### src/common/mlaccel_defs.svh
`ifndef MLACCEL_DEFS_SVH
`define MLACCEL_DEFS_SVH

`define MLA_NB          2   // 64-bit coefficient halves per entry
`define MLA_COEFF_SIZE  512
`define MLA_MADDR_W     17  // Byte address field of an instruction
`define MLA_CADDR_W     9
`define MLA_OPCODE_W    6
`define MLA_ADDR_W      16  // Memory word address
`define MLA_DATA_W      64
`define MLA_ACC_W       32
`define MLA_SUM_W       20
`define MLA_MEM_LATENCY 2   // Read data follows mem_ren by this many cycles

`define MLA_OP_LOADCOEFF0 6'd5
`define MLA_OP_LOADCOEFF1 6'd6
`define MLA_OP_SETVBP     6'd8
`define MLA_OP_ADDVBP     6'd9
`define MLA_OP_SETLBP     6'd10
`define MLA_OP_ADDLBP     6'd11
`define MLA_OP_SETSBP     6'd12
`define MLA_OP_ADDSBP     6'd13
`define MLA_OP_SETCBP     6'd14
`define MLA_OP_ADDCBP     6'd15
`define MLA_OP_STORE      6'd16
`define MLA_OP_STORE0     6'd17
`define MLA_OP_STORE1     6'd18
`define MLA_OP_RELU       6'd20
`define MLA_OP_RELU0      6'd21
`define MLA_OP_RELU1      6'd22
`define MLA_OP_LDSET      6'd28
`define MLA_OP_LDSET0     6'd29
`define MLA_OP_LDSET1     6'd30
`define MLA_OP_MACC       6'd40
`define MLA_OP_MACCZ      6'd42

`endif

### src/common/mlaccel_pkg.sv
`include "mlaccel_defs.svh"

package mlaccel_pkg;

	// Instruction word, opcode in the low bits
	typedef struct packed {
		logic [`MLA_MADDR_W-1:0]  maddr;
		logic [`MLA_CADDR_W-1:0]  caddr;
		logic [`MLA_OPCODE_W-1:0] opcode;
	} insn_t;

	// Token carried from stage to stage
	typedef struct packed {
		logic  valid;
		insn_t insn;
	} stage_t;

	// One requester's view of the shared memory port.
	// Idle requesters drive all zero so the port can merge by OR.
	typedef struct packed {
		logic                     ren;
		logic [`MLA_DATA_W/8-1:0] wen;   // Byte enables
		logic [`MLA_ADDR_W-1:0]   addr;
		logic [`MLA_DATA_W-1:0]   wdata;
	} mem_req_t;

	typedef union packed {
		logic signed [`MLA_DATA_W/8-1:0][7:0] bytes;  // MACC operand lanes
		logic [1:0][`MLA_ACC_W-1:0]           halves; // LdSet words, acc0 low
	} mem_word_u;

endpackage

### src/datapath/simd_mac.sv
`timescale 1ns/1ps
`include "mlaccel_defs.svh"

module simd_mac (
	input  logic                           clock,
	input  mlaccel_pkg::mem_word_u         data,
	input  logic [`MLA_NB*`MLA_DATA_W-1:0] coeff,
	output logic signed [`MLA_SUM_W-1:0]   sum0,
	output logic signed [`MLA_SUM_W-1:0]   sum1
);
	localparam int LANES = `MLA_DATA_W / 8;
	localparam int MULS  = `MLA_NB * LANES;
	localparam int EXT_W = `MLA_SUM_W - 16;

	logic signed [15:0] prod_r1 [MULS];
	logic signed [15:0] prod_r2 [MULS];
	logic signed [15:0] prod_r3 [MULS];
	logic signed [`MLA_SUM_W-1:0] tree [`MLA_NB];

	// Each data byte meets the same lane of both coefficient halves
	always_ff @(posedge clock) begin
		for (int i = 0; i < MULS; i++) begin
			prod_r1[i] <= 16'($signed(data.bytes[i % LANES])) *
				16'($signed(coeff[i*8 +: 8]));
			prod_r2[i] <= prod_r1[i];
			prod_r3[i] <= prod_r2[i];
		end
	end

	always_comb begin
		for (int h = 0; h < `MLA_NB; h++) begin
			tree[h] = '0;
			for (int k = 0; k < LANES; k++) begin
				tree[h] = tree[h] + {{EXT_W{prod_r3[h*LANES + k][15]}}, prod_r3[h*LANES + k]};
			end
		end
	end

	always_ff @(posedge clock) begin
		sum0 <= tree[0];
		sum1 <= tree[1];
	end

endmodule

### config.mk
export PLATFORM = sky130hd
export DESIGN_NAME = simd_mac
export DESIGN_NICKNAME = d
export VERILOG_FILES = /design/src/common/mlaccel_pkg.sv /design/src/datapath/simd_mac.sv
export VERILOG_INCLUDE_DIRS = /design/src /design/src/common
export SDC_FILE = /design/constraint.sdc
export NUM_CORES = 2
export LEC_CHECK = 0
export BUFFER_PORTS_ARGS = -buffer_cell sky130_fd_sc_hd__buf_2
export CAP_MARGIN = 0
export CORE_ASPECT_RATIO = 0.75
export CORE_MARGIN = 3
export CORE_UTILIZATION = 54
export DETAILED_ROUTE_END_ITERATION = 7
export PLACE_DENSITY = 0.82
export SYNTH_ARGS = -nofsm -noshare
export SYNTH_HDL_FRONTEND = slang
export SYNTH_SLANG_ARGS = --single-unit
### constraint.sdc
create_clock -name clock -period 8.57 [get_ports clock]
set_input_delay 1.714 -clock clock [delete_from_list [all_inputs] [get_ports clock]]
set_output_delay 1.714 -clock clock [all_outputs]
set_load 0.05 [all_outputs]
=== Word-level counts from Yosys, hierarchy flattened ===
Memory sizes are Yosys's and may differ from the RTL's.
Index checks and enable logic that the tools add are counted.
Widths: inputs -> output; s select.

* Add/sub/neg operators: 14
* Multipliers: 16

{| class="wikitable"
|+ Operators by type and width
! operator !! number
|-
| $mul 8x8->16 || 16
|-
| $add 20x20->20 || 12
|-
| $add 16x16->17 || 2
|}

* Bits in registers: 40
* Memory bits (writable): 768
* Output and inout bits: 40
* Logic and storage cells: 35
* Memories: 3

{| class="wikitable"
|+ Memories
! name !! words !! bits a word !! read ports !! clocked after memory_dff !! wr ports !! line !! source
|-
| prod_r1 || 16 || 16 || 16 || 0 || 16 || simd_mac.sv:15 || <nowiki>logic signed [15:0] prod_r1 [MULS];</nowiki>
|-
| prod_r2 || 16 || 16 || 16 || 0 || 16 || simd_mac.sv:16 || <nowiki>logic signed [15:0] prod_r2 [MULS];</nowiki>
|-
| prod_r3 || 16 || 16 || 16 || 0 || 16 || simd_mac.sv:17 || <nowiki>logic signed [15:0] prod_r3 [MULS];</nowiki>
|}

=== Logic depth before layout (Yosys ltp) ===
* Depth in word-level cells: 7
* Depth in mapped cells: 24
* Gate-level depth less buffers: 24

=== Least setup slack after synthesis ===
No wires, ideal clock.

* Path kind: input to register
* Start: input port data[38] in the netlist's numbering
* End: memory prod_r1[4][15] (netlist: prod_r1[0][79])
* Setup time: 0.121 ns
* Data arrival time: 5.558 ns
* Required time: 8.449 ns
* Slack: 2.891 ns
* Stages on the path: 18
* Cell sequence: clkbuf_1 -> and2_1 -> fa_1 -> inv_1 -> fa_1 -> inv_1 -> fa_1 -> inv_1 -> fa_1 -> inv_1 -> ha_1 -> nand2_1 -> o21ai_1 -> o221ai_1 -> a221oi_1 -> a21o_1 -> a21oi_1 -> xnor2_1

{| class="wikitable"
|+ RTL lines
! what !! line !! source
|-
| start, declared || simd_mac.sv:6 || <nowiki>input mlaccel_pkg::mem_word_u data,</nowiki>
|-
| end, declared || simd_mac.sv:15 ||
|}

==> results.txt <==
share of layout cells above drive strength 1 -> 0.0611
hold buffers post-CTS -> 0
Clock Latency Late Sink -> 0.65 ns
core footprint -> 0.114 mm2
mapped cell area -> 0.0620 mm2
total I/O pin count -> 233
status -> complete, no violations
CTS max path bufs -> 3
die footprint -> 0.119 mm2
post-synthesis sequential area ratio -> 0.261
Vias per Instance -> 5.09
max-capacitance violation count -> 0
first-pass GRT wire length -> 228 mm
crit share post-route -> 0.705
Initial DRC Count -> 2415
startpoint types -> flop
unrepaired setup endpoints after global routing -> false
vias post-DR -> 39.2k
H-tree levels -> 3
Tot GR Track Use -> 0.244
non-filler cells, final -> 7701
CTS buffer count -> 76
dpl hpwl -> 115 mm
cell accounting for the most synthesized area -> fa_1
Relative slew margins -> 0.414
setup repair bufs after CTS -> 0
Die X -> 397 um
Crit path largest cell delay -> 0.54 ns
CP cell instances -> ha_1, inv_1, fa_1, nor2b_1, o31ai_2, a21oi_1, o2111ai_1, a31oi_1, a2111oi_0, a21oi_1, fa_1, inv_1, fa_1, inv_1, fa_1, fa_1, inv_1, ha_1, a21oi_1, nor4b_1, o21ai_1, a31o_1, a21oi_1, xnor2_1
Final Cell Area -> 0.0675 mm2
Final Hold Fails -> 0
Ys Warns -> 0
worst slew pin tran -> 0.871 ns
Setup Viol. Count Final -> 0
Post-Syn Area per Cell -> 10.6 um2
Inst Count DP -> 7557
skew final -> 0.0417 ns
#FFs+latches synth -> 808
Synth async-reset ratio -> 0
num rows -> 107
gpl congestion -> 0.925
fin. max-slew vios -> 0
1st-pass router iterations -> 6
# DRC -> 0
Crit Path Max Fanout -> 3
Critical Path RT -> 9.12 ns
total grt overflow -> 0
Resized Gates After CTS -> 0
CP arrival -> 6.59 ns
Synth cell types -> 59
vias in the first global route -> 42.7k
fmax -> 165 MHz
top_reg_cell synth -> dfxtp_1
clock slew seen by the registers of the worst setup and hold paths -> 0.07 ns
Starting Density -> 0.545
Final min period -> 6.05 ns
Post-synth EDFFs -> 0
Most Frequent Cell on Critical Path -> fa_1
Port Buf Inserts -> 232
Mapped Cells -> 5871
TritonCTS clock tree -> yes
Die H -> 300 um
share of the synthesized area in the top cell type -> 0.340
largest net degree at the start of global routing -> 18
Root Buffer Master -> clkbuf_16
hold crit path type -> reg2reg
Buf+Inv Stages, Crit Path -> 4
clock sinks -> 808
WS Path Type -> reg2reg
Nets -> 7894
syn_nets -> 7656
Routed WL per cell -> 18.1 um
setup tns final -> 0 ns
initial antenna violation count -> 14
fillers -> 9054
ANT nets after route -> 0
slowest CP cell -> fa_1
CP top delay family -> adder cells
WL final -> 140 mm
Setup crit end kind -> flop
synth top area cells -> fa_1, dfxtp_1, ha_1
DP Area -> 0.0648 mm2
P&R area growth vs syn -> 8.86%
-- per-layer routing --
layer / part of all wire / routed length [um] / vias to the layer above / global-route usage
met5: 0.00015 / 21 / - / 0
met4: 0.029 / 4030 / 4 / 0.0710
met3: 0.071 / 9930 / 218 / 0.0461
met2: 0.45 / 63400 / 1184 / 0.380
met1: 0.44 / 62100 / 19600 / 0.348
li1: - / - / 18100 / -
-- path summary, 6_finish.rpt --
path / to / depth (start not counted) / slack [ns] / startpoint
setup / recovery: sum0[19] / 24 / 2.52 / prod_r3[0][0]
hold / removal: prod_r2[1][107] / 0 / 0.31 / prod_r1[1][107]
setup reg to reg: sum0[19] / 24 / 2.52 / prod_r3[0][0]
hold reg to reg: prod_r2[1][107] / 0 / 0.31 / prod_r1[1][107]
-- sequential cells by signal, indices dropped and copies added (netlist names) --
name     count
prod_r1    256
prod_r3    256
prod_r2    256
sum0        20
sum1        20
-- final cells by class --
type / count / area (um2) / share of cell area
clock buffer: 100 / 2140 / 0.0317
inverter: 1335 / 5010 / 0.0742
tap: 1526 / 1910 / 0.0283
clock inverter: 37 / 534 / 0.00791
multi-input combinational: 3656 / 40600 / 0.601
sequential: 808 / 16200 / 0.240
timing repair buffer: 232 / 1160 / 0.0172
antenna: 7 / 17.5 / 0.000259
-- cells in the final DEF, fill, tap and decap left out, types with 32 or more instances in the layout --
cell,instances
a21o_1,35
a21oi_1,122
a311oi_1,32
and2_1,616
buf_2,232
clkbuf_16,76
dfxtp_1,808
fa_1,1054
ha_1,538
inv_1,1335
nand2_1,344
nand2b_1,152
nor2_1,88
nor3_1,48
o21a_1,46
o21ai_0,64
xnor2_1,250
xor2_1,67
-- cells in the mapped netlist (4+ instances only) --
cell,number
a21oi_1,122
o21ai_1,19
or3_1,30
fa_1,1054
o21bai_1,10
nor2_1,88
nor2b_1,20
or2_2,7
nand2_1,344
nand3_1,6
o221ai_1,12
a311oi_1,32
o21ai_0,64
xnor2_1,250
nor3_1,48
and3_1,4
and2_1,616
clkbuf_1,72
a31oi_1,6
a21o_1,35
xor2_1,67
a221oi_1,11
o41ai_1,11
o211ai_1,7
o31ai_1,7
a211oi_1,15
nand2b_1,152
inv_1,1335
ha_1,538
o21a_1,46
dfxtp_1,808
-- logic make-up after synthesis --
logic type | Yosys count | share of synthesized area
adder cells (fa/ha/maj) | 1592 | 0.449
AND/OR/NAND/NOR | 1323 | 0.115
flip-flops | 808 | 0.261
AO/OA/AOI/OAI | 424 | 0.0456
XOR/XNOR | 317 | 0.0448
buffers and inverters | 1407 | 0.0851
-- stage by stage --
stage          hold slack (ns)  setup slack [ns]   util
2_1_floorplan            0.310              2.89      -
6_report                 0.311              2.52  0.593
3_5_place_dp             0.312              2.45  0.570
4_1_cts                  0.319              2.59  0.593
5_1_grt                  0.328              2.16  0.593
3_3_place_gp             0.310              2.55  0.570
Power is left out: the tool's default activity adds up to more than one toggle a clock period on the data nets, which glitch-free logic cannot reach.
