**src/common/mlaccel_defs.svh**
```systemverilog
`ifndef MLACCEL_DEFS_SVH
`define MLACCEL_DEFS_SVH

`define MLA_NB          2   // 64-bit coefficient halves per entry
`define MLA_COEFF_SIZE  512
`define MLA_MADDR_W     17  // Byte address field of an instruction
`define MLA_CADDR_W     9
`define MLA_OPCODE_W    6
`define MLA_ADDR_W      16  // Memory word address
`define MLA_DATA_W      64
`define MLA_ACC_W       32
`define MLA_SUM_W       20
`define MLA_MEM_LATENCY 2   // Read data follows mem_ren by this many cycles

`define MLA_OP_LOADCOEFF0 6'd5
`define MLA_OP_LOADCOEFF1 6'd6
`define MLA_OP_SETVBP     6'd8
`define MLA_OP_ADDVBP     6'd9
`define MLA_OP_SETLBP     6'd10
`define MLA_OP_ADDLBP     6'd11
`define MLA_OP_SETSBP     6'd12
`define MLA_OP_ADDSBP     6'd13
`define MLA_OP_SETCBP     6'd14
`define MLA_OP_ADDCBP     6'd15
`define MLA_OP_STORE      6'd16
`define MLA_OP_STORE0     6'd17
`define MLA_OP_STORE1     6'd18
`define MLA_OP_RELU       6'd20
`define MLA_OP_RELU0      6'd21
`define MLA_OP_RELU1      6'd22
`define MLA_OP_LDSET      6'd28
`define MLA_OP_LDSET0     6'd29
`define MLA_OP_LDSET1     6'd30
`define MLA_OP_MACC       6'd40
`define MLA_OP_MACCZ      6'd42

`endif

```
**src/common/mlaccel_pkg.sv**
```systemverilog
`include "mlaccel_defs.svh"

package mlaccel_pkg;

	// Instruction word, opcode in the low bits
	typedef struct packed {
		logic [`MLA_MADDR_W-1:0]  maddr;
		logic [`MLA_CADDR_W-1:0]  caddr;
		logic [`MLA_OPCODE_W-1:0] opcode;
	} insn_t;

	// Token carried from stage to stage
	typedef struct packed {
		logic  valid;
		insn_t insn;
	} stage_t;

	// One requester's view of the shared memory port.
	// Idle requesters drive all zero so the port can merge by OR.
	typedef struct packed {
		logic                     ren;
		logic [`MLA_DATA_W/8-1:0] wen;   // Byte enables
		logic [`MLA_ADDR_W-1:0]   addr;
		logic [`MLA_DATA_W-1:0]   wdata;
	} mem_req_t;

	typedef union packed {
		logic signed [`MLA_DATA_W/8-1:0][7:0] bytes;  // MACC operand lanes
		logic [1:0][`MLA_ACC_W-1:0]           halves; // LdSet words, acc0 low
	} mem_word_u;

endpackage

```
**src/hw/issue_stage.sv**
```systemverilog
`timescale 1ns/1ps
`include "mlaccel_defs.svh"

module issue_stage (
	input  logic                  clock,
	input  logic                  reset,
	input  logic                  cmd_valid,
	input  mlaccel_pkg::insn_t    cmd_insn,
	input  logic                  stall,
	output mlaccel_pkg::stage_t   s1,
	output mlaccel_pkg::stage_t   s2,
	output mlaccel_pkg::mem_req_t rd0,
	output logic                  tick_simd,
	output logic                  tick_nosimd
);
	logic [`MLA_MADDR_W-1:0] vbp;
	logic [`MLA_MADDR_W-1:0] vec_addr;
	logic                    s2_simd;

	assign vec_addr = s1.insn.maddr + vbp;

	always_ff @(posedge clock) begin
		if (!stall) begin
			s1.valid <= cmd_valid; // cmd_ready is !stall
			s1.insn <= cmd_insn;
		end
		if (reset) begin
			s1.valid <= 1'b0;
		end
	end

	always_ff @(posedge clock) begin
		s2.valid <= s1.valid && !stall;
		s2.insn <= s1.insn;
		rd0 <= '0;
		if (s1.valid && !stall) begin
			case (s1.insn.opcode)
				`MLA_OP_LOADCOEFF0, `MLA_OP_LOADCOEFF1: begin
					rd0.ren <= 1'b1;
					rd0.addr <= s1.insn.maddr[`MLA_MADDR_W-1:1]; // Byte pair to word
				end
				`MLA_OP_SETVBP, `MLA_OP_ADDVBP: begin
					vbp <= s1.insn.maddr + (s1.insn.opcode[0] ? vbp : '0);
				end
				`MLA_OP_MACC, `MLA_OP_MACCZ: begin
					rd0.ren <= 1'b1;
					rd0.addr <= vec_addr[`MLA_MADDR_W-1:1];
				end
				default: ;
			endcase
		end
		if (reset) begin
			s2.valid <= 1'b0;
			rd0 <= '0;
		end
	end

	assign s2_simd = (s2.insn.opcode == `MLA_OP_MACC) || (s2.insn.opcode == `MLA_OP_MACCZ);
	assign tick_simd = s2.valid && s2_simd;
	assign tick_nosimd = s2.valid && !s2_simd;

endmodule

```
**config.mk**
```make
export PLATFORM = sky130hd
export DESIGN_NAME = issue_stage
export DESIGN_NICKNAME = d
export VERILOG_FILES = /design/src/common/mlaccel_pkg.sv /design/src/hw/issue_stage.sv
export VERILOG_INCLUDE_DIRS = /design/src /design/src/common
export SDC_FILE = /design/constraint.sdc
export NUM_CORES = 1
export LEC_CHECK = 0
export BUFFER_PORTS_ARGS = -buffer_cell sky130_fd_sc_hd__buf_2
export CORE_ASPECT_RATIO = 1.1
export CORE_MARGIN = 3
export CORE_UTILIZATION = 35
export CTS_CLUSTER_DIAMETER = 30
export DETAILED_ROUTE_END_ITERATION = 10
export GPL_TIMING_DRIVEN = 0
export PLACE_DENSITY = 0.67
export SETUP_SLACK_MARGIN = 0.1
export SLEW_MARGIN = 20
export SYNTH_ARGS = -nofsm -noshare
export SYNTH_HDL_FRONTEND = slang
export SYNTH_SLANG_ARGS = --single-unit
```
**constraint.sdc**
```tcl
create_clock -name clock -period 5.8 [get_ports clock]
set_clock_uncertainty 0.1 [all_clocks]
set_input_delay 0.58 -clock clock [delete_from_list [all_inputs] [get_ports clock]]
set_output_delay 0.58 -clock clock [all_outputs]
set_load 0.01 [all_outputs]
```
* Word-level counts from Yosys, hierarchy flattened
Index checks and enable logic that the tools add are counted.
** Operators by class
- Equality and inequality tests :: 8
- Reduce and logical (&&, ||, !) cells :: 12
- Bitwise logic cells :: 1
- Muxes and demuxes :: 3
- Add/sub/neg operators :: 2
** Operator list (count)
- 17-bit adder :: 2
- 16-bit one-hot mux with 2 select lines :: 1
- 6-bit == test, second input constant :: 4
- 17-bit 2-to-1 mux :: 1
- 6-bit by 3-bit == test with 1-bit output, second input constant :: 2
- 6-bit by 4-bit == test with 1-bit output, second input constant :: 2
- 2-bit OR reduction :: 4
- 4-bit OR reduction :: 1
- 1-bit logical AND :: 3
- 1-bit logical NOT :: 2
- 2-bit AND reduction :: 1
- 1-bit logical OR :: 1
- 1-bit 2-to-1 mux :: 1
- 1-bit inverter :: 1
** Storage, ports and cells
- Output and inout bits :: 157
- Bits in registers :: 172

* Longest topological paths before layout
- Depth after elaboration :: 4
- Mapped depth :: 11
- Depth with buffers taken out :: 10

* Least setup slack after synthesis
OpenSTA, ideal clock, no wires.
- Path type :: in2reg
- Start :: input port stall
- End :: register vbp[0] (enable)
- Required time :: 5.265 ns
- Stages :: 3
- Path slack :: 2.427 ns
- Arrival time :: 2.839 ns
- Setup time :: 0.435 ns
- Path through :: inv_2 -> nand2_1 -> nor4_1
** Between the ends
- Cells in the longest elaborated chain, start to end :: 3
** RTL lines
- start: declaration :: RTL line issue_stage.sv:9 : input logic stall,
- 1-bit logical NOT :: RTL line issue_stage.sv:36 : if (s1.valid && !stall) begin
- 1-bit logical AND :: RTL line issue_stage.sv:36
- 2-bit AND reduction (no source line)
- end signal: assignment :: RTL line issue_stage.sv:43 : vbp <= s1.insn.maddr + (s1.insn.opcode[0] ? vbp : '0);
- end: declaration :: RTL line issue_stage.sv:16 : logic [`MLA_MADDR_W-1:0] vbp;
Every way passes these cells.
A chain may end at the register's enable or synchronous reset.

* Final worst setup path
- Start :: register s1[0] (netlist bit)
- End :: register vbp[16], data pin
** Between the ends
- Cells in the longest elaborated chain, start to end :: 2
** RTL lines
- start: declaration :: RTL line issue_stage.sv:10 : output mlaccel_pkg::stage_t s1,
- 17-bit 2-to-1 mux :: RTL line issue_stage.sv:43
- 17-bit adder :: RTL line issue_stage.sv:43
Every way passes these cells.

==> results.md <==
* Outcome: finished, final reports clean
* GPL Wtd Cong at 0.884
* Slew @ Worst Pin at 0.835 ns
* Leakage at 3.08 nW
* Later-pin clock latency in the skew report at 0.34 ns
* Synth Area in Simple Gates at 10.7%
* Post-Syn Area at 4990 um^2
* Vias per inst at 4.40
* Port Buf Inserts at 120
* WHS Endpoint: s2[10]
* CORE AREA at 13900 um^2
* Fin crit share at 55.6%
* Critical Path Source Type: flip-flop
* R2R depth at 11
* Post-synth top flop: dfxtp_1
* CTS tree: done
* Hpwl dp at 8.47 mm
* DR vias at 3705
* H-tree depth at 3
* Critical path data required time at 5.78 ns
* CP Cell Sequence: buf_2 -> and2_1 -> ha_1 -> fa_1 -> a21oi_1 -> o21ai_1 -> o41a_1 -> o21ai_1 -> o21ai_1 -> a21oi_1 -> xnor2_1
* Register area share after synthesis at 49.9%
* Buffer levels on the longest clock path at 2
* Total power at 1.70 mW
* Avg Cell Area, Syn at 11.2 um^2
* Critical path class: flip-flop to flip-flop
* Non-filler instance count after layout at 842
* XOR/XNOR Fraction of Synth Area at 4.38%
* Min-delay src: s1[10]
* Syn. warnings at 0
* Layout cells sized above 1 at 34.6%
* Grt ovf at 0
* Routed wire length at 10.6 mm
* Initial antenna violation count at 0
* M2 GR Usage at 23.5%
* Post-route minimum period at 3.22 ns
* Initial core utilization at 35.9%
* M1 GR Usage at 16.3%
* Die Wd at 120 um
* Fin nets at 718
* Placed Cells at 826
* Tot GR Track Use at 13.5%
* WL/cell at 12.6 um
* Post-route ant nets at 0
* Met3 usage at 3.70%
* Max incr delay on CP at 0.41 ns
* Post-synthesis mux area share at 0.200%
* Post-CTS setup buffer count at 0
* CP Buf/Inv Count at 1
* Worst min path class: flip-flop to flip-flop
* Reg2reg end: vbp[16]
* Max Clock Freq at 0.310 GHz
* EDFF count, synth at 49
* Distinct cell type count of the synthesized netlist at 58
* Max-Cap Viols at 0
* Clock Tree Root: clkbuf_16
* Vias in the first global route at 3532
* Cts hold-fix bufs at 0
* Relative slew slack at 44.2%
* GR peak layer: met2
* TNS Setup at 0 ns
* Largest family of logic cells by synthesized area: compound AO/OA/AOI/OAI gates
* Layout area overhead at 28.3%
* # rows at 45
* Critical path endpoint category: flip-flop
* Hold-critical path depth at 0
* Post-DP Area at 6110 um^2
* Reg-to-reg slack, setup at 2.58 ns
* Synth Area in Compound Gates at 13.3%
* Most used cell, CP: o21ai_1
* Ys async rst share at 0%
* First-pass GRT wire length at 17.2 mm
* Post-Synth Adder-Cell Area at 8.57%
* Inserted Clock Buffers at 9
* Syn Inst Count at 445
* # setup viols final at 0
* Post-route DRC at 0
* Final instance area at 6410 um^2
* IO Pins at 193
* Drt first pass iters at 4
* Clock-pin slew on the worst setup and hold paths at 0.06 ns
* R2r startpoint: s1[0]
* PwrDens at 265 nW/um^2
* Die ar. at 15700 um^2
* Maximum vdd drop at 0.162 mV
* Post-CTS sizing at 0
* Slowest stage cell, crit path: fa_1
* DRT iter0 DRCs at 105
* FF+latch count, synth at 100
* WP data arrival at 3.21 ns
* Peak fanout along the critical path at 10
* RSZ-0062 raised after global routing: no
* Pins Over Slew Limit at 0
* ANT cells at 0
* Pin count of the biggest net entering global routing at 34
* Delay-heaviest family, CP: compound AO/OA/AOI/OAI gates
* Final Hold Viols at 0
* Die height at 131 um
* CTS sink cnt at 100
-- worst max-delay path by stage --
stage                     start  endpoint  slack (ns)  cells past startpoint
after floorplan           stall    vbp[0]        2.43                      3
after global routing      s1[0]   vbp[16]        2.39                     11
after CTS                 s1[0]   vbp[16]        2.52                     11
after global placement    stall    vbp[9]        0.92                      4
after detailed placement  s1[0]   vbp[16]        2.55                     11
final                     s1[0]   vbp[16]        2.58                     11
-- logic make-up after synthesis --
family	after synthesis
xor gates and xnor gates	25
and+or+nand+nor	98
DFF	100
buffers and inverters	91
other	1
adders and majority gates	33
AOI/OAI and AO/OA	96
muxes	1
-- Yosys cell counts (all sizes together), types with 2 or more instances --
library cell  instances  area share, %
fa                    2           0.80
nor4b                 3           0.78
xor2                  8            1.4
o31ai                 3           0.73
nand2b                6           0.75
nand2                27            2.4
buf                  75             11
a21o                 13            2.0
a22oi                 6           0.90
edfxtp               49             29
and3                  3           0.38
xnor2                17            3.0
dfxtp                51             20
nand3                 7           0.70
or2                   2           0.25
a2111oi               2           0.73
nor2b                 2           0.40
a21oi                23            2.3
a32oi                 2           0.35
o211ai                2           0.30
inv                  12           0.90
ha                   31            7.8
clkbuf                3           0.23
nor2                 20            1.5
a31oi                 3           0.38
a211oi                2           0.30
o21ai                24            2.4
and2                 18            2.3
o21a                  5           0.78
nand4                 5           0.63
-- stage by stage --
stage               util, %  hold slack, ns  setup WS, ns
finish                 46.1           0.268          2.58
global route           46.1           0.283          2.39
CTS                    46.1           0.271          2.52
detailed placement     43.9           0.256          2.55
global placement       43.8           0.244         0.919
floorplan                 -           0.316          2.43
-- power breakdown --
part	internal (mW)	switching (mW)
sequential	0.786	0.0267
clock	0.346	0.246
combinational	0.138	0.154
total	1.27	0.427
-- worst register-to-register path: cells and delay by family, from the launching register on --
kind / cells / cell delay [ns]
and+or+nand+nor: 1 / 0.19
DFF: 1 / 0.39
adders and majority gates: 2 / 0.63
xor gates and xnor gates: 1 / 0.09
AOI/OAI and AO/OA: 6 / 1.35
buffers and inverters: 1 / 0.22
-- area by class of cell --
| cell class | count | area (um^2) |
|---|---|---|
| Sequential cell | 100 | 2490 |
| Timing Repair Buffer | 122 | 611 |
| Fill cell | 1300 | 7500 |
| Clock inverter | 4 | 48.8 |
| Clock buffer | 12 | 246 |
| Tap cell | 188 | 235 |
| Buffer | 79 | 599 |
| Multi-Input combinational cell | 325 | 2130 |
| Inverter | 12 | 45.0 |
-- cell usage in the layout, fill, tap and decap left out, drive strengths merged, types with 2 or more instances in the layout --
master	count
a2111oi	2
a211oi	2
a21o	13
a21oi	23
a22oi	6
a31oi	3
a32oi	2
and2	18
and3	3
buf	197
clkbuf	15
conb	72
dfxtp	51
edfxtp	49
fa	2
ha	31
inv	13
nand2	27
nand2b	6
nand3	7
nand4	5
nor2	20
nor2b	2
nor4b	3
o211ai	2
o21a	5
o21ai	24
o31ai	3
or2	2
xnor2	17
xor2	8
-- per-layer routing --
layer | share of wire, % | vias to the layer above | routed length [um]
li1 | - | 1849 | -
met5 | 0 | - | 0
met3 | 7.3 | 8 | 773
met2 | 50 | 148 | 5340
met1 | 41 | 1700 | 4410
met4 | 1.1 | 0 | 119
-- sequential cells by signal (all words and copies together) (netlist names) --
register  count
vbp          17
rd0          17
s2           33
s1           33
No activity file was read; power rests on OpenSTA's default activity.
