--- src/common/mlaccel_defs.svh ---
`ifndef MLACCEL_DEFS_SVH
`define MLACCEL_DEFS_SVH

`define MLA_NB          2   // 64-bit coefficient halves per entry
`define MLA_COEFF_SIZE  512
`define MLA_MADDR_W     17  // Byte address field of an instruction
`define MLA_CADDR_W     9
`define MLA_OPCODE_W    6
`define MLA_ADDR_W      16  // Memory word address
`define MLA_DATA_W      64
`define MLA_ACC_W       32
`define MLA_SUM_W       20
`define MLA_MEM_LATENCY 2   // Read data follows mem_ren by this many cycles

`define MLA_OP_LOADCOEFF0 6'd5
`define MLA_OP_LOADCOEFF1 6'd6
`define MLA_OP_SETVBP     6'd8
`define MLA_OP_ADDVBP     6'd9
`define MLA_OP_SETLBP     6'd10
`define MLA_OP_ADDLBP     6'd11
`define MLA_OP_SETSBP     6'd12
`define MLA_OP_ADDSBP     6'd13
`define MLA_OP_SETCBP     6'd14
`define MLA_OP_ADDCBP     6'd15
`define MLA_OP_STORE      6'd16
`define MLA_OP_STORE0     6'd17
`define MLA_OP_STORE1     6'd18
`define MLA_OP_RELU       6'd20
`define MLA_OP_RELU0      6'd21
`define MLA_OP_RELU1      6'd22
`define MLA_OP_LDSET      6'd28
`define MLA_OP_LDSET0     6'd29
`define MLA_OP_LDSET1     6'd30
`define MLA_OP_MACC       6'd40
`define MLA_OP_MACCZ      6'd42

`endif

--- src/common/mlaccel_pkg.sv ---
`include "mlaccel_defs.svh"

package mlaccel_pkg;

	// Instruction word, opcode in the low bits
	typedef struct packed {
		logic [`MLA_MADDR_W-1:0]  maddr;
		logic [`MLA_CADDR_W-1:0]  caddr;
		logic [`MLA_OPCODE_W-1:0] opcode;
	} insn_t;

	// Token carried from stage to stage
	typedef struct packed {
		logic  valid;
		insn_t insn;
	} stage_t;

	// One requester's view of the shared memory port.
	// Idle requesters drive all zero so the port can merge by OR.
	typedef struct packed {
		logic                     ren;
		logic [`MLA_DATA_W/8-1:0] wen;   // Byte enables
		logic [`MLA_ADDR_W-1:0]   addr;
		logic [`MLA_DATA_W-1:0]   wdata;
	} mem_req_t;

	typedef union packed {
		logic signed [`MLA_DATA_W/8-1:0][7:0] bytes;  // MACC operand lanes
		logic [1:0][`MLA_ACC_W-1:0]           halves; // LdSet words, acc0 low
	} mem_word_u;

endpackage

--- src/hw/mem_port_sched.sv ---
`timescale 1ns/1ps
`include "mlaccel_defs.svh"

module mem_port_sched (
	input  logic                     clock,
	input  logic                     reset,
	input  mlaccel_pkg::stage_t      s1,
	output logic                     stall,
	output logic                     cmd_ready,
	input  mlaccel_pkg::mem_req_t    rd0,
	input  mlaccel_pkg::mem_req_t    rd1,
	input  mlaccel_pkg::mem_req_t    wr,
	output logic                     mem_ren,
	output logic [`MLA_DATA_W/8-1:0] mem_wen,
	output logic [`MLA_ADDR_W-1:0]   mem_addr,
	output logic [`MLA_DATA_W-1:0]   mem_wdata
);
	// Slot k is the port cycle k+1 after the current one.
	// Reads issue latency cycles before stage 4 or 8 consumes the data.
	localparam int RD0_SLOT = 4 - `MLA_MEM_LATENCY - 2;
	localparam int RD1_SLOT = 8 - `MLA_MEM_LATENCY - 2;
	localparam int WR_SLOT  = 8;               // Write leaves after stage 9
	localparam int RES_W    = WR_SLOT + 1;

	logic [RES_W-1:0]      res_vec;
	logic [RES_W-1:0]      res_mask;
	mlaccel_pkg::mem_req_t merged;

	always_comb begin
		res_mask = '0;
		if (s1.valid) begin
			case (s1.insn.opcode)
				`MLA_OP_LOADCOEFF0, `MLA_OP_LOADCOEFF1,
				`MLA_OP_MACC, `MLA_OP_MACCZ:                     res_mask[RD0_SLOT] = 1'b1;
				`MLA_OP_LDSET, `MLA_OP_LDSET0, `MLA_OP_LDSET1:   res_mask[RD1_SLOT] = 1'b1;
				`MLA_OP_STORE, `MLA_OP_STORE0, `MLA_OP_STORE1,
				`MLA_OP_RELU, `MLA_OP_RELU0, `MLA_OP_RELU1:      res_mask[WR_SLOT] = 1'b1;
				default: ;
			endcase
		end
	end

	assign stall = |(res_vec & res_mask);
	assign cmd_ready = !stall;

	always_ff @(posedge clock) begin
		res_vec <= (res_vec | res_mask) >> 1;
		if (reset) begin
			res_vec <= '0;
		end
	end

	assign merged = rd0 | rd1 | wr; // At most one active per cycle
	assign mem_ren = merged.ren;
	assign mem_wen = merged.wen;
	assign mem_addr = merged.addr;
	assign mem_wdata = merged.wdata;

endmodule

--- config.mk ---
export PLATFORM = sky130hd
export DESIGN_NAME = mem_port_sched
export DESIGN_NICKNAME = d
export VERILOG_FILES = /design/src/common/mlaccel_pkg.sv /design/src/hw/mem_port_sched.sv
export VERILOG_INCLUDE_DIRS = /design/src /design/src/common
export SDC_FILE = /design/constraint.sdc
export NUM_CORES = 1
export LEC_CHECK = 0
export ABC_AREA = 1
export BUFFER_PORTS_ARGS = -buffer_cell sky130_fd_sc_hd__buf_2
export CAP_MARGIN = 20
export CORE_AREA = 3 3 153 155
export DETAILED_ROUTE_END_ITERATION = 8
export DIE_AREA = 0 0 156 158
export PLACE_DENSITY_LB_ADDON = 0.3
export SLEW_MARGIN = 20
export SYNTH_ARGS = -nofsm -noshare
export SYNTH_HDL_FRONTEND = slang
export SYNTH_SLANG_ARGS = --single-unit
export TNS_END_PERCENT = 50
--- constraint.sdc ---
create_clock -name clock -period 0.9 [get_ports clock]
set_input_delay 0.045 -clock clock [delete_from_list [all_inputs] [get_ports clock]]
set_output_delay 0.045 -clock clock [all_outputs]
set_load 0.05 [all_outputs]
# Yosys cells after proc, flatten, opt, wreduce, memory -nomap -nowiden
# Cells that the tools add are included.
# totals
register_bits	9
latch_bits	0
mem_bits_rw	0
mem_bits_ro	0
output_inout_bits	91
mem_count	0
# op_classes
n_addsub	0
mul	0
div	0
order_cmp	0
n_eq_ne	13
n_shift	0
n_mux	6
bitwise	4
reduce_logical	5
# ops
operator	n
$or A89 B89 Y89	2
$eq A6 B5 Y1 const B	9
$eq A6 B3 Y1 const B	2
$eq A6 B6 Y1 const B	2
$and A9 B9 Y9	1
$or A9 B9 Y9	1
$reduce_or A9 Y1	1
$mux W1	6
$reduce_or A6 Y1	1
$reduce_or A4 Y1	1
$reduce_or A3 Y1	1
$logic_not A1 Y1	1

# Depth between registers and ports, before layout
# Gate-level depths: netlist of run 1.
# depth
depth_word	7
ltp_mapped	6
ltp_nobuf	6

# Worst setup path after synthesis of run 1
# OpenSTA, ideal clock, no wires.
# synth_timing
kind	reg-to-output
from	register res_vec[0]
to	output cmd_ready
t_arrival_ps	1165
t_required_ps	855
setup_slack_ps	-310
stages_incl_launch_ff	4
cell_sequence	dfxtp_1 nand3b_1 a21oi_1 a21oi_1
# synth_via
elab_chain_len	3
# synth_rtl
item	line_no	source
start, declared	mem_port_sched.sv:25	logic [RES_W-1:0] res_vec;
start signal, assigned	mem_port_sched.sv:47	res_vec <= (res_vec | res_mask) >> 1;
$and A9 B9 Y9	mem_port_sched.sv:43	assign stall = |(res_vec & res_mask);
$reduce_or A9 Y1	mem_port_sched.sv:43	
$logic_not A1 Y1	mem_port_sched.sv:44	assign cmd_ready = !stall;
end, declared	mem_port_sched.sv:9	output logic cmd_ready,
# No other way between the ends.

# Final worst setup path of run 1
# Ends and elaborated chain as after synthesis.

==> flow_summary.yaml, run 1 <==
timing:
  slew_viol_final: 0
  setup_ws_ns: -0.2212
  fmax_mhz: 891.9
  max_slew_margin: 0.7975
  hold_viol_final: 0
  rsz0062_at_grt: "true"
  tightestPinTransition_ns: 0.3059
  post-route-min-period_ns: 1.121
  finClkSkew_ns: 0.001165
  tns_ns: -0.4348
  finalCritPeriodShare: 1.246
  finalSetupViolCount: 2
placement:
  place_ws_ns: -0.1371
  port_buffers: 366
  place.gp.congestion: 0.8195
  hpwl_mm: 9.914
  dpl_cell_area_sq_um: 3119
setup_path:
  worst_ep_arrival_time_ns: 1.08
  crit_path_end_kind: "output port"
  cp_max_fo: 2
  crit_required_ns: 0.85
  critPathLaunchType: "flip-flop"
  path_class: "reg2out"
finish:
  fill_cells: 2601
  final_cell_area_sq_um: 3233
  largest_reg_flops: 8
  fin_util: 0.1472
  reg_top3: "res_vec (8)"
  top_register: "res_vec"
  final_common_cell: "buf_2"
  drive_above_1_share: 0.7564
  nets: 813
  layout_common_cells: "buf_2, or3_1, inv_1"
  syn_to_final_growth_pct: 256.9
floorplanning:
  core_sq_um: 21960
  fp.dieW_microns: 156
  initial_core_util: 0.04125
  dieArea_sq_um: 24650
  ios: 393
  rows: 54
  die_h_microns: 158
clock_network:
  clock_latency_ns: 0.23
  post_cts_buffers: 0
  cts-root-buf: "clkbuf_16"
  path_clk_slew_ns: 0.04
  cts.sinks: 8
  htree_num_levels: 1
  tritoncts: "built"
  cts_max_path_buffers: 2
  cts_buffers: 3
  ctsHoldBuffers: 0
logic_synthesis:
  avgSynthCellArea_sq_um: 6.612
  yosys.area.top_type_share: 0.6146
  mappedNetlistNets: 439
  synth_area_leaders: "or3_1, dfxtp_1, inv_1"
  netlist_area_sq_um: 905.9
  synth_seq_cells: 8
  synth_cell_types: 15
  ys_seq_area_frac: 0.1768
  yosys_warnings: 0
  synth_top_area_cell: "or3_1"
  synth_cells: 137
power:
  p_leak_nw: 1.677
  peakVddDrop_v: 0.001271
  finalPower_mw: 2.534
  p_per_area_nw_per_um2: 783.7
drt:
  drt-total-wl_mm: 10.23
  vias_per_cell: 3.172
  vias: 2512
  wl_per_cell_microns: 12.92
  route.detailed.drc: 0
  drt_iter0_drc: 25
  firstDrtPassIters: 4
  final_antenna_net_count: 0
global_route:
  overflow: 0
  grt_pass1_wl_mm: 12.66
  grt_max_degree: 9
  grt_util_all_layers: 0.06877
  antenna_found_initial: 6
  grt_pass1_vias: 2357
worst_hold_path:
  hp-class: "in2reg"
outcome:
  violations: "negative setup slack"
  outcome: "finished, violations left"
run:
  maxCapViolations: 0
## per-stage QoR
step	instances	hold slack, ns
6_report	792	0.07881
4_1_cts	789	0.09805
2_1_floorplan	137	0.1216
3_5_place_dp	786	0.3354
5_1_grt	791	0.1122
3_3_place_gp	786	0.3347
## cells in the mapped netlist
library cell  instances
nand2_1               5
nor2_1                7
inv_1                12
nand3b_1              1
dfxtp_1               8
or3_1                89
nor3_4                1
a21oi_1               3
nand3_1               3
buf_2                 1
inv_2                 2
nor4_1                1
nand2_2               2
nand3_2               1
clkinv_1              1
## path summary, 6_finish.rpt
path,slack [ns],cells after the start,endpoint,startpoint
hold reg to reg,0.40,2,res_vec[0],res_vec[1]
setup reg to reg,0.30,2,res_vec[3],res_vec[4]
setup / recovery,-0.22,5,cmd_ready,res_vec[0]
hold / removal,0.08,2,res_vec[0],reset
## worst max-delay path: stages (launching register included)
cell,delay [ns]
dfxtp_2,0.30
nand3b_1,0.08
a21oi_2,0.04
buf_4,0.13
a21oi_4,0.11
buf_6,0.17
## routing by layer
layer | vias up | part of all wire | GRT usage
met1 | 1081 | 0.32 | 0.06766
met4 | 2 | 0.022 | 0.01135
met5 | - | 0.0013 | 0
met3 | 14 | 0.097 | 0.01504
li1 | 1242 | - | -
met2 | 173 | 0.56 | 0.1460
## where the power goes
part / internal, mW / switching [mW]
combinational: 0.601 / 0.829
clock: 0.573 / 0.172
sequential: 0.359 / 0.000602
total: 1.53 / 1.00
## layout make-up
type / count / area (sq um) / area share
clock buffer: 3 / 75.07 / 0.02322
timing repair buffer: 370 / 1878 / 0.5809
antenna: 3 / 7.507 / 0.002322
sequential: 8 / 162.7 / 0.05031
multi-input combinational: 113 / 701.9 / 0.2171
tap: 280 / 350.3 / 0.1084
inverter: 15 / 57.56 / 0.01780
## timing repair
action,CTS,global route
endpoints found under the hold margin,0,0
resized for setup,8,2
pin swaps,1,1
setup endpoints to repair,2,3
## kinds of logic (layout without fill, tap and decap cells)
logic type	count (synthesis)	count (layout)	share of synthesized area
buf+inv	16	388	0.06767
flops	8	8	0.1768
other cells	0	3	0
simple gates	110	110	0.7390
compound gates	3	3	0.01657
Note: power is estimated with default switching activity, not from simulation.
==> inputs of run 2 (changes only) <==
Clock period 0.9 ns to 1.4 ns, I/O delays scaled along.
==> run 2 against run 1 <==
- the run now ends clean
- flip-flop and latch count stayed put
- non-clock buffer count is 4 lower
- global-route usage is 0.19 points lower
- register-to-register slack better by 0.47 ns
- die area stayed put
- clock-buffer cell count stayed put
- clock skew is 0.0020 ns higher
- critical path type unchanged
- highest routed layer unchanged
==> flow_summary.yaml, run 2 (synthesized netlist as in run 1, its figures left out) <==
outcome:
  outcome: "completed"
finish:
  reg_top3: "res_vec (8)"
  top_register: "res_vec"
  largest_reg_flops: 8
  layout_common_cells: "buf_2, or3_1, inv_1"
  drive_above_1_share: 0.7426
  nets: 809
  fin_cells: 786
  final_common_cell: "buf_2"
  fill_cells: 2578
  syn_to_final_growth_pct: 248.9
power:
  p_per_area_nw_per_um2: 509.4
  p_leak_nw: 1.650
  peakVddDrop_v: 0.0009586
clock_network:
  htree_num_levels: 1
  cts_max_path_buffers: 2
  path_clk_slew_ns: 0.04
  cts_buffers: 3
  post_cts_buffers: 0
  cts-resized-gates: 0
  tritoncts: "built"
  clock_latency_ns: 0.23
  cts-root-buf: "clkbuf_16"
  cts.sinks: 8
  ctsHoldBuffers: 0
worst_hold_path:
  hold_start: "s1[3]"
  hp-class: "in2reg"
setup_path:
  crit_required_ns: 1.33
  cp_max_fo: 2
  reg2reg_from: "res_vec[4]"
  max_stage_delay_ns: 0.30
  startpoint: "res_vec[4]"
  critPathTopFamily: "buffers and inverters"
  worst-r2r-cell-count: 2
  crit_buf_inv: 3
  worst_ep_arrival_time_ns: 1.20
  cp_num_cells: 5
  cp_cell_sequence: "clkinv_1 > nor3_4 > inv_2 > nand2_1 > buf_2"
  crit_path_end_kind: "output port"
  endpoint: "stall"
  slowest_stage: "dfxtp_1"
  r2r_slack_ns: 0.77
  r2r_end: "res_vec[3]"
  critPathLaunchType: "flip-flop"
  path_class: "reg2out"
run:
  maxCapViolations: 0
timing:
  fmax_mhz: 789.1
  finalCritPeriodShare: 0.9052
  hold_viol_final: 0
  finalSetupViolCount: 0
  tightestPinTransition_ns: 0.2795
  finClkSkew_ns: 0.003203
  rsz0062_at_grt: "false"
  max_slew_margin: 0.8150
  post-route-min-period_ns: 1.267
  tns_ns: 0
  slew_viol_final: 0
drt:
  drt-total-wl_mm: 10.04
  vias_per_cell: 3.137
  wl_per_cell_microns: 12.78
  vias: 2466
  drt_iter0_drc: 22
  final_antenna_net_count: 0
  firstDrtPassIters: 4
  route.detailed.drc: 0
floorplanning:
  dieArea_sq_um: 24650
  initial_core_util: 0.04125
  core_sq_um: 21960
  fp.dieW_microns: 156
  die_h_microns: 158
  ios: 393
  rows: 54
global_route:
  grt_pass1_vias: 2259
  overflow: 0
  grt_max_degree: 9
  grt_util_all_layers: 0.06683
  antenna_found_initial: 5
  grt_pass1_wl_mm: 12.36
placement:
  port_buffers: 366
  hpwl_mm: 9.763
  place.gp.congestion: 0.8043
  place_inst: 782
==> run 2: how the worst min path moves through the flow <==
stage                      end  slack (ns)  cells past startpoint
CTS                 res_vec[7]        0.06                      2
global route        res_vec[7]        0.07                      2
floorplan           res_vec[7]        0.15                      1
finish              res_vec[7]        0.06                      2
detailed placement  res_vec[7]        0.30                      2
global placement    res_vec[7]        0.29                      2
==> run 2: power by group <==
group,switching (mW),internal (mW),total [mW]
registers,0.000370,0.231,0.231
logic,0.530,0.382,0.911
clock network,0.100,0.367,0.467
total,0.630,0.979,1.61
==> run 2: final cells by class <==
class                           instances  area (sq um)  area share
Antenna cell                            1         2.502   0.0007918
Clock buffer                            3         75.07     0.02375
Inverter                               15         56.30     0.01781
Multi-Input combinational cell        113         684.4      0.2165
Sequential cell                         8         160.2     0.05067
Tap cell                              280         350.3      0.1108
Timing Repair Buffer                  366          1832      0.5796
==> run 2: routing by layer <==
metal,up-vias,routed length [microns],GRT usage
li1,1233,-,-
met4,4,174,0.01388
met5,-,27,0
met3,12,1032,0.01722
met2,166,5810,0.1431
met1,1051,2998,0.06211
==> run 2: through the flow <==
| stage | setup slack [ns] | power, mW | util | cell area, sq um | hold slack [ns] |
|---|---|---|---|---|---|
| floorplan | 0.1653 | 0.6944 | - | 905.9 | 0.1466 |
| global placement | 0.3482 | 1.151 | 0.1404 | 3083 | 0.2943 |
| detailed placement | 0.3658 | 1.157 | 0.1404 | 3083 | 0.2963 |
| CTS | 0.1164 | 1.633 | 0.1438 | 3158 | 0.05874 |
| global route | 0.06005 | 1.703 | 0.1439 | 3161 | 0.07313 |
| finish | 0.1327 | 1.610 | 0.1439 | 3161 | 0.05641 |
==> inputs of run 3 (changes only) <==
Settings changed: PLACE_DENSITY set to 0.36, PLACE_DENSITY_LB_ADDON 0.3 to not set.
==> run 3 against run 2 <==
- clock power about the same
- first-iteration DRC count up 120%
- die area stayed put
- routed wire length increased by 3.1%
- critical path depth unchanged
- hold slack better by 0.0091 ns
- worst setup slack got worse by 0.015 ns
- clock skew shrank 0.0021 ns
- critical path type unchanged
- largest cell class unchanged
==> flow_summary.yaml, run 3 (synthesized netlist as in run 1, its figures left out) <==
outcome:
  outcome: "completed"
power:
  p_sw_frac: 0.3965
  seq_power_share: 0.142
  p_int_mw: 0.9806
  p_leak_nw: 1.650
  p_per_area_nw_per_um2: 514.5
  combPwrFrac: 0.569
  p_switching_mw: 0.6443
  peakVddDrop_v: 0.0005858
  clkPwrFrac: 0.289
floorplanning:
  rows: 54
  die_h_microns: 158
  fp.dieW_microns: 156
  ios: 393
  core_sq_um: 21960
  initial_core_util: 0.04125
  dieArea_sq_um: 24650
drt:
  firstDrtPassIters: 4
  drt-total-wl_mm: 10.35
  final_antenna_net_count: 0
  vias: 2456
  route.detailed.drc: 0
  vias_per_cell: 3.129
  wl_per_cell_microns: 13.19
  drt_iter0_drc: 49
timing:
  hold_viol_final: 0
  slew_viol_final: 0
  max_slew_margin: 0.8061
  fmax_mhz: 780.0
  tightestPinTransition_ns: 0.2928
  finalCritPeriodShare: 0.9157
  tns_ns: 0
  finClkSkew_ns: 0.001070
  rsz0062_at_grt: "false"
  finalSetupViolCount: 0
  setup_ws_ns: 0.1180
  post-route-min-period_ns: 1.282
clock_network:
  cts.sinks: 8
  cts_max_path_buffers: 2
  cts-root-buf: "clkbuf_16"
  tritoncts: "built"
  htree_num_levels: 1
  cts_buffers: 3
  post_cts_buffers: 0
  path_clk_slew_ns: 0.04
  clock_latency_ns: 0.23
  ctsHoldBuffers: 0
  cts-resized-gates: 0
finish:
  reg_top3: "res_vec (8)"
  drive_above_1_share: 0.7426
  insertedDiodeCount: 0
  top_register: "res_vec"
  final_cell_area_sq_um: 3158
  final_common_cell: "buf_2"
  fill_cells: 2576
  largest_reg_flops: 8
  nets: 809
  layout_common_cells: "buf_2, or3_1, inv_1"
  fin_util: 0.1438
  syn_to_final_growth_pct: 248.6
global_route:
  grt_util_all_layers: 0.06814
  grt_pass1_wl_mm: 12.83
  antenna_found_initial: 2
  grt_pass1_vias: 2358
  grt_max_degree: 9
  overflow: 0
setup_path:
  critPathLaunchType: "flip-flop"
  cp_max_fo: 2
  path_class: "reg2out"
  crit_required_ns: 1.33
  crit_path_end_kind: "output port"
  worst_ep_arrival_time_ns: 1.21
placement:
  place.gp.congestion: 0.7684
  place_ws_ns: 0.3595
  hpwl_mm: 10.02
  port_buffers: 366
  dpl_cell_area_sq_um: 3083
worst_hold_path:
  hp-class: "in2reg"
run:
  maxCapViolations: 0
## run 3: cell count changes in the layout (fill, tap and decap cells not counted)
cell,change
diode_2,-1
## run 3: critical path, cell delays in order (launching register included)
cell and delay (ns):
dfxtp_1 0.31, clkinv_1 0.11, nor3_4 0.23, inv_2 0.04, nand2_1 0.05, buf_2 0.25
## run 3: final timing paths
path | startpoint | end | slack (ns) | depth (start not counted)
setup / recovery | res_vec[4] | stall | 0.12 | 5
hold / removal | s1[3] | res_vec[7] | 0.07 | 2
hold reg to reg | res_vec[1] | res_vec[0] | 0.40 | 2
setup reg to reg | res_vec[4] | res_vec[3] | 0.75 | 2
## run 3: through the flow
stage	std cells	hold slack [ns]	power (mW)
2_1_floorplan	137	0.1466	0.6944
3_3_place_gp	782	0.3047	1.163
3_5_place_dp	782	0.2987	1.167
4_1_cts	785	0.06145	1.648
5_1_grt	785	0.09080	1.722
6_report	785	0.06553	1.625
## run 3: power groups by stage
stage                     Sequential (mW)  Combinational [mW]  Clock [mW]
after CTS                           0.231               0.935       0.481
after global routing                0.231               0.992       0.499
final                               0.231               0.924       0.470
after floorplan                     0.234               0.460           0
after detailed placement            0.234               0.933           0
after global placement              0.234               0.929           0
## run 3: cell type report
class	count	area, sq um	area share
inverter	15	56.30	0.01783
multi-input combinational	113	684.4	0.2167
timing repair buffer	366	1832	0.5800
clock buffer	3	75.07	0.02377
tap	280	350.3	0.1109
sequential	8	160.2	0.05071
## run 3: routing by layer
metal / global-route usage / vias up / part of all wire
li1: - / 1233 / -
met1: 0.07668 / 1057 / 0.36
met2: 0.1351 / 158 / 0.54
met3: 0.01640 / 6 / 0.091
met4: 0.003785 / 2 / 0.0012
met5: 0 / - / 0.0013
